`config.mk`:
```
export PLATFORM = sky130hd
export DESIGN_NAME = hazardDetect
export DESIGN_NICKNAME = d
export VERILOG_FILES = /design/src/hazardPkg.sv /design/src/stageWriterIf.sv /design/src/hazardDetect.sv /design/src/issueControl.sv /design/src/operandDecode.sv /design/src/operandHazard.sv
export SDC_FILE = /design/constraint.sdc
export NUM_CORES = 1
export LEC_CHECK = 0
export BUFFER_PORTS_ARGS = -buffer_cell sky130_fd_sc_hd__buf_2
export CORE_UTILIZATION = 36
export DETAILED_ROUTE_END_ITERATION = 10
export MAX_ROUTING_LAYER = met4
export PLACE_DENSITY = 0.94
export SLEW_MARGIN = 20
export SYNTH_ARGS = -nofsm -noshare
export SYNTH_HDL_FRONTEND = slang
export SYNTH_SLANG_ARGS = --single-unit
```
`constraint.sdc`:
```
create_clock -name vclk -period 2
set_input_delay 0.1 -clock vclk [all_inputs]
set_output_delay 0.1 -clock vclk [all_outputs]
set_load 0.05 [all_outputs]
```
`src/hazardPkg.sv`:
```
// ************************************************
// hazard unit package: instruction fields, opcodes,
// bubble word and the forwarding word layout
// ************************************************
`default_nettype none

package hazardPkg;

    // datapath widths of the 16-bit, 8-register core
    localparam int InstWidth   = 16;
    localparam int RegIdxWidth = 3;
    localparam int OpcodeWidth = 5;
    localparam int FwdWidth    = 6;

    typedef logic [InstWidth-1:0]   instT;
    typedef logic [RegIdxWidth-1:0] regIdxT;
    typedef logic [OpcodeWidth-1:0] opcodeT;

    // writeback source of a producing stage, also the forwarding data source
    typedef enum logic [1:0] {
        WbSlbi = 2'd0,
        WbMem  = 2'd1,
        WbAlu  = 2'd2,
        WbImm8 = 2'd3
    } wbSelE;

    // forwarding word: ldFlag, stuSel, fwdEn, fromMem, srcSel[1:0]
    typedef logic [FwdWidth-1:0] fwdCtrlT;
    localparam int FwdLdBit  = 5;
    localparam int FwdStuBit = 4;
    localparam int FwdEnBit  = 3;
    localparam int FwdMemBit = 2;
    localparam int FwdSrcHi  = 1;
    localparam int FwdSrcLo  = 0;

    // instruction field positions
    localparam int OpHi   = 15;
    localparam int OpLo   = 11;
    localparam int RsHi   = 10;
    localparam int RsLo   = 8;
    // rd for stores, rt for register alu forms
    localparam int SrcBHi = 7;
    localparam int SrcBLo = 5;

    // single opcodes
    localparam opcodeT OpSt   = 5'b10000;
    localparam opcodeT OpStu  = 5'b10011;
    localparam opcodeT OpLd   = 5'b10001;
    localparam opcodeT OpAlu  = 5'b11011;
    localparam opcodeT OpBit  = 5'b11010;
    localparam opcodeT OpLbi  = 5'b11000;
    localparam opcodeT OpHalt = 5'b00000;
    localparam opcodeT OpNop  = 5'b00001;
    localparam opcodeT OpSiic = 5'b00010;
    localparam opcodeT OpRti  = 5'b00011;

    // opcode groups, matched as (op & mask) == val
    localparam opcodeT OpSetVal     = 5'b11100;
    localparam opcodeT OpSetMask    = 5'b11100;
    localparam opcodeT OpBranchVal  = 5'b01100;
    localparam opcodeT OpBranchMask = 5'b11100;
    localparam opcodeT OpJmpRegVal  = 5'b00101;
    localparam opcodeT OpJmpRegMask = 5'b11101;
    localparam opcodeT OpJmpVal     = 5'b00100;
    localparam opcodeT OpJmpMask    = 5'b11101;

    // bubble issued on stall or reset
    localparam instT NopInst = {OpNop, {(InstWidth-OpcodeWidth){1'b0}}};

endpackage

`default_nettype wire

```
`src/stageWriterIf.sv`:
```
// ************************************************
// register-write and branch info of one pipe stage
// ************************************************
`timescale 1ns/1ps
`default_nettype none

interface stageWriterIf import hazardPkg::*; ();

    // stage will write the register file
    logic   regWrt;
    // destination register of that write
    regIdxT wrtReg;
    // where the written value comes from
    wbSelE  wbDataSel;
    // stage holds a branch or jump not yet resolved
    logic   branchInst;

    // driven by the top level from the pipeline ports
    modport src (
        output regWrt,
        output wrtReg,
        output wbDataSel,
        output branchInst
    );

    // read by the hazard checks and the issue logic
    modport sink (
        input regWrt,
        input wrtReg,
        input wbDataSel,
        input branchInst
    );

endinterface

`default_nettype wire
```
`src/hazardDetect.sv`:
```
// ************************************************
// hazard detection unit between fetch and decode:
// bubble insertion, pc hold and operand forwarding
// ************************************************
`timescale 1ns/1ps
`default_nettype none

module hazardDetect import hazardPkg::*; (
    input  logic    clk,
    input  logic    rstN,
    input  instT    fetchInst,
    input  logic    regWrtD,
    input  logic    regWrtX,
    input  logic    regWrtM,
    input  logic    regWrtW,
    input  regIdxT  wrtRegD,
    input  regIdxT  wrtRegX,
    input  regIdxT  wrtRegM,
    input  regIdxT  wrtRegW,
    input  wbSelE   wbDataSelD,
    input  wbSelE   wbDataSelX,
    input  logic    branchInstD,
    input  logic    branchInstX,
    input  logic    branchInstM,
    input  logic    branchInstW,
    output instT    nextInst,
    output logic    pcNop,
    output fwdCtrlT fwdCtrlA,
    output fwdCtrlT fwdCtrlB
);

    logic    usesRs;
    logic    usesSrcB;
    logic    isStore;
    logic    isLoad;
    logic    isPassThru;
    logic    stallA;
    logic    stallB;
    fwdCtrlT fwdA;
    fwdCtrlT fwdB;

    stageWriterIf stgD ();
    stageWriterIf stgX ();
    stageWriterIf stgM ();
    stageWriterIf stgW ();

    // bundle the per-stage writer ports
    assign stgD.regWrt     = regWrtD;
    assign stgD.wrtReg     = wrtRegD;
    assign stgD.wbDataSel  = wbDataSelD;
    assign stgD.branchInst = branchInstD;
    assign stgX.regWrt     = regWrtX;
    assign stgX.wrtReg     = wrtRegX;
    assign stgX.wbDataSel  = wbDataSelX;
    assign stgX.branchInst = branchInstX;
    assign stgM.regWrt     = regWrtM;
    assign stgM.wrtReg     = wrtRegM;
    // M and W never supply a forwarding source
    assign stgM.wbDataSel  = WbSlbi;
    assign stgM.branchInst = branchInstM;
    assign stgW.regWrt     = regWrtW;
    assign stgW.wrtReg     = wrtRegW;
    assign stgW.wbDataSel  = WbSlbi;
    assign stgW.branchInst = branchInstW;

    operandDecode decode (
        .fetchInst (fetchInst),
        .usesRs    (usesRs),
        .usesSrcB  (usesSrcB),
        .isStore   (isStore),
        .isLoad    (isLoad),
        .isPassThru(isPassThru)
    );

    // operand A is rs
    operandHazard opA (
        .srcReg (fetchInst[RsHi:RsLo]),
        .used   (usesRs),
        .isStore(isStore),
        .isLoad (1'b0),
        .stgD   (stgD),
        .stgX   (stgX),
        .stgM   (stgM),
        .stall  (stallA),
        .fwd    (fwdA)
    );

    // operand B is rd for stores, rt for register forms
    operandHazard opB (
        .srcReg (fetchInst[SrcBHi:SrcBLo]),
        .used   (usesSrcB),
        .isStore(isStore),
        .isLoad (isLoad),
        .stgD   (stgD),
        .stgX   (stgX),
        .stgM   (stgM),
        .stall  (stallB),
        .fwd    (fwdB)
    );

    issueControl issue (
        .clk       (clk),
        .rstN      (rstN),
        .fetchInst (fetchInst),
        .stallA    (stallA),
        .stallB    (stallB),
        .isPassThru(isPassThru),
        .stgD      (stgD),
        .stgX      (stgX),
        .stgM      (stgM),
        .stgW      (stgW),
        .pcNop     (pcNop),
        .nextInst  (nextInst)
    );

    // no forwarding while the pipe is in reset
    assign fwdCtrlA = rstN ? fwdA : '0;
    assign fwdCtrlB = rstN ? fwdB : '0;

endmodule

`default_nettype wire

```
`src/issueControl.sv`:
```
// ************************************************
// issue logic: pc hold and bubble insertion
// ************************************************
`timescale 1ns/1ps
`default_nettype none

module issueControl import hazardPkg::*; (
    input  logic       clk,
    input  logic       rstN,
    input  instT       fetchInst,
    input  logic       stallA,
    input  logic       stallB,
    input  logic       isPassThru,
    stageWriterIf.sink stgD,
    stageWriterIf.sink stgX,
    stageWriterIf.sink stgM,
    stageWriterIf.sink stgW,
    output logic       pcNop,
    output instT       nextInst
);

    logic anyBranch;
    logic anyStall;

    // hold fetch while any branch is unresolved down the pipe
    assign anyBranch = stgD.branchInst || stgX.branchInst ||
                       stgM.branchInst || stgW.branchInst;
    assign anyStall  = stallA || stallB;

    // siic and rti never hold the pc
    assign pcNop = rstN && !isPassThru && (anyStall || anyBranch);

    // bubble on hold, and for every opcode while in reset
    assign nextInst = (pcNop || !rstN) ? NopInst : fetchInst;

    // a held pc must never let the fetched word into decode
    pcNopIssuesBubble: assert property (@(posedge clk) disable iff (!rstN)
        pcNop |-> (nextInst == NopInst))
        else $error("issueControl: pcNop set but nextInst is %h", nextInst);

endmodule

`default_nettype wire

```
`src/operandDecode.sv`:
```
// ************************************************
// opcode decode into operand-use classes for the
// fetched instruction
// ************************************************
`timescale 1ns/1ps
`default_nettype none

module operandDecode import hazardPkg::*; (
    input  instT fetchInst,
    output logic usesRs,
    output logic usesSrcB,
    output logic isStore,
    output logic isLoad,
    output logic isPassThru
);

    opcodeT op;

    assign op = fetchInst[OpHi:OpLo];

    // priority match, same order as the original case list
    always_comb begin
        usesRs     = 1'b0;
        usesSrcB   = 1'b0;
        isStore    = 1'b0;
        isLoad     = 1'b0;
        isPassThru = 1'b0;
        if (op == OpSt || op == OpStu) begin
            // stores read rs for the address and rd for the data
            usesRs   = 1'b1;
            usesSrcB = 1'b1;
            isStore  = 1'b1;
        end else if (op == OpAlu || op == OpBit ||
                     (op & OpSetMask) == OpSetVal) begin
            // register forms read rs and rt
            usesRs   = 1'b1;
            usesSrcB = 1'b1;
        end else if (op == OpLbi || op == OpHalt || op == OpNop) begin
            // no register read at all
            usesRs = 1'b0;
        end else if (op == OpSiic || op == OpRti) begin
            // exception entry and return go straight through
            isPassThru = 1'b1;
        end else if ((op & OpBranchMask) == OpBranchVal ||
                     (op & OpJmpRegMask) == OpJmpRegVal) begin
            // branches and jr/jalr compare or add rs only
            usesRs = 1'b1;
        end else if ((op & OpJmpMask) == OpJmpVal) begin
            // j and jal use a pc displacement only
            usesRs = 1'b0;
        end else begin
            // immediate and load forms read rs
            usesRs = 1'b1;
            isLoad = (op == OpLd);
        end
    end

    // a pass-through opcode must never be held for an rs hazard
    passThruNoRead: assert #0 (!(isPassThru && usesRs))
        else $error("operandDecode: pass-through opcode %b marked as rs reader", op);

endmodule

`default_nettype wire

```
`src/operandHazard.sv`:
```
// ************************************************
// per-operand stage match, stall and forwarding word
// ************************************************
`timescale 1ns/1ps
`default_nettype none

module operandHazard import hazardPkg::*; (
    input  regIdxT            srcReg,
    input  logic              used,
    input  logic              isStore,
    input  logic              isLoad,
    stageWriterIf.sink        stgD,
    stageWriterIf.sink        stgX,
    stageWriterIf.sink        stgM,
    output logic              stall,
    output fwdCtrlT           fwd
);

    logic matchD;
    logic matchX;
    logic matchM;
    logic loadD;
    logic mOnly;

    // a stage matches when it writes the register this operand reads
    assign matchD = stgD.regWrt && (stgD.wrtReg == srcReg);
    assign matchX = stgX.regWrt && (stgX.wrtReg == srcReg);
    assign matchM = stgM.regWrt && (stgM.wrtReg == srcReg);

    // load result is not ready for ex-to-ex forwarding
    assign loadD = matchD && (stgD.wbDataSel == WbMem);

    // value only in M has no forwarding path, wait one cycle
    // a younger writer in D or X holds the newer value
    assign mOnly = matchM && !matchX && !matchD;

    always_comb begin
        stall = 1'b0;
        fwd   = '0;
        // load flag marks the instruction, so it is kept for unused operands
        fwd[FwdLdBit] = isLoad;
        if (used) begin
            stall          = mOnly || loadD;
            fwd[FwdStuBit] = isStore;
            // forward from the nearest writer unless it is a load in D
            fwd[FwdEnBit]  = (matchD || matchX) && !loadD;
            // D match means ex-to-ex, otherwise mem-to-ex
            fwd[FwdMemBit] = !matchD;
            // data source follows the stage the value comes from
            fwd[FwdSrcHi:FwdSrcLo] = matchD ? stgD.wbDataSel : stgX.wbDataSel;
        end
    end

    // a stalled operand must not also claim a forwarding path
    stallNoFwd: assert #0 (!(stall && fwd[FwdEnBit]))
        else $error("operandHazard: stall and fwdEn both set for r%0d", srcReg);

endmodule

`default_nettype wire

```
==> results.toml <==
[critical_path]
path_class = "primary input to output pin"
required_ns = 1.90
worstSetupEndpointType = "output pin"
slowest_stage = "or4b_1"
slowest_delay_ns = 0.47
cp_top_family = "simple AND/OR/NAND/NOR gates"
crit_chain = "buf_2 > xnor2_1 > nand4_2 > mux2_4 > a31o_2 > or4b_1 > clkbuf_4"
cp-start-kind = "primary input"
crit_arrival_ns = 1.82
crit_buf_inv = 2
path_max_fanout = 4

[global_routing]
grt_usage_pct = 22.4
grt_pass1_wl_um = 3410
grt_max_degree = 19
overflow = 0
antenna_found_initial = 0
first_global_vias = 801

[route]
drt_pass1_iterations = 8
wirelength_um = 2040
drtIter0Drc = 17
via_per_inst = 5.18
vias = 942
wl_per_cell_um = 11.2
drc = 1
ant_nets = 0

[sta]
min_period_ns = 1.92
rsz0062_at_grt = "false"
fin_ws_ns = 0.0830
slew_viol_final = 0
setup_viol = 0
max_freq_ghz = 0.522
finalCritPeriodShare_pct = 95.9
hold_viol_final = 0

[placed_design]
placed_cells = 182
dp_slack_ns = 0.0759
globalplace.congestion = 0.863
placement.io_buffers = 65
hpwl_um = 1760

[yosys]
avgSynthCellArea_um2 = 6.21
synth_nets = 144
yosysSeqAreaShare_pct = 0
syn_area_um2 = 633
synth_top_area_cell = "xnor2_1"
yosys_warnings = 0
synthCells = 102
ys_types = 24
synth_top_area_share_pct = 24.9
synth_area_leaders = "xnor2_1 (25%), nor3_1 (13%), nand2_1 (11%)"

[outcome]
violations = "design-rule violations"
run_status = "complete, but fails checks"

[die]
dieArea_mm2 = 0.00193
io_pins = 71
start_util_pct = 40.2
rows = 14
die_x_um = 43.9
die_h_um = 43.9
core_area_mm2 = 0.00158

[cells_and_area]
area.sequential_um2 = 0
syn_to_final_growth_pct = 61.3
final_cell_mix = "buf_2 (61), nand2_1 (19), xnor2_1 (17)"
final_common_cell = "buf_2"
seq_cells = 0
num-clock-buffers = 0
diodes = 0
drive_gt1_share_pct = 48.2
fin_util_pct = 64.8
multi_input_area_um2 = 628
layoutNonFillerInstCount = 182
num-fill-cells = 149
nNetsFinal = 210

[hold_path]
min_path_type = "primary input to output pin"

[power_and_ir_drop]
power_uw = 318
peakVddDrop_mv = 0.176
p_leak_uw = 0.000553
p_per_area_mw_per_mm2 = 311

[clock_tree]
cts_setup_buffers = 0

[flow_run]
drv_cap = 0
==> power by group <==
group | switching, uW | internal [uW] | leakage, uW | total [uW]
Sequential | 0 | 0 | 0 | 0
Clock | 0 | 0 | 0 | 0
Combinational | 207 | 111 | 0.000553 | 318
Total | 207 | 111 | 0.000553 | 318
==> worst paths after layout <==
check | slack, ns | end | depth (start not counted) | from
max | 0.08 | nextInst[11] | 7 | fetchInst[6]
min | 0.58 | nextInst[1] | 4 | fetchInst[1]
==> cells in the mapped netlist <==
master / count
xnor2_1: 18
nand2_1: 19
a211oi_2: 1
buf_2: 3
a31oi_1: 1
or2_2: 1
nor2_1: 8
nand4_1: 5
o41ai_1: 1
xor2_1: 1
mux2_4: 1
conb_1: 1
a31o_2: 2
nor3_1: 17
o21ai_0: 2
buf_4: 1
clkbuf_1: 2
mux2i_1: 5
a21oi_1: 2
nor4_1: 2
nor2b_1: 5
nand4_2: 1
or4b_1: 1
and2_1: 2
==> repair_timing <==
item,CTS,global route
resized for setup,0,9
endpoints found under the setup margin,0,6
hold buffers,0,0
==> worst min-delay path: cells and delay by family <==
family,cells,cell delay (ns)
buffers and inverters,2,0.29
AND/OR/NAND/NOR,2,0.09
==> stage by stage <==
| step | hold WS (ns) | TNS [ns] | cell area (um2) |
|---|---|---|---|
| finish | 0.582 | 0 | 1020 |
| global placement | 0.576 | 0 | 998 |
| global route | 0.598 | 0 | 1020 |
| detailed placement | 0.583 | 0 | 998 |
| floorplan | 0.305 | -5.21 | 646 |
| CTS | 0.583 | 0 | 998 |
==> kinds of logic (layout without fill, tap and decap cells) <==
logic type / Yosys count / count (layout) / share of synthesized area [%]
and+or+nand+nor: 61 / 61 / 47.8
buffers and inverters: 6 / 70 / 4.74
AOI/OAI and AO/OA: 9 / 9 / 10.3
xor gates and xnor gates: 19 / 19 / 26.3
muxes: 6 / 6 / 10.3
other: 1 / 1 / 0.592
==> routing by layer <==
layer | track usage [%] | up-vias | part of all wire, %
met1 | 26.2 | 426 | 41
met2 | 44.5 | 30 | 55
li1 | - | 486 | -
met3 | 0.417 | 0 | 4.7
met5 | - | - | 0
met4 | 0.606 | 0 | 0
==> final cells by class <==
| class | instances | area share [%] |
|---|---|---|
| Timing Repair Buffer | 70 | 36.5 |
| Multi-Input combinational cell | 96 | 61.5 |
| Tap cell | 16 | 1.96 |
Power figures use the tool's default switching activity.
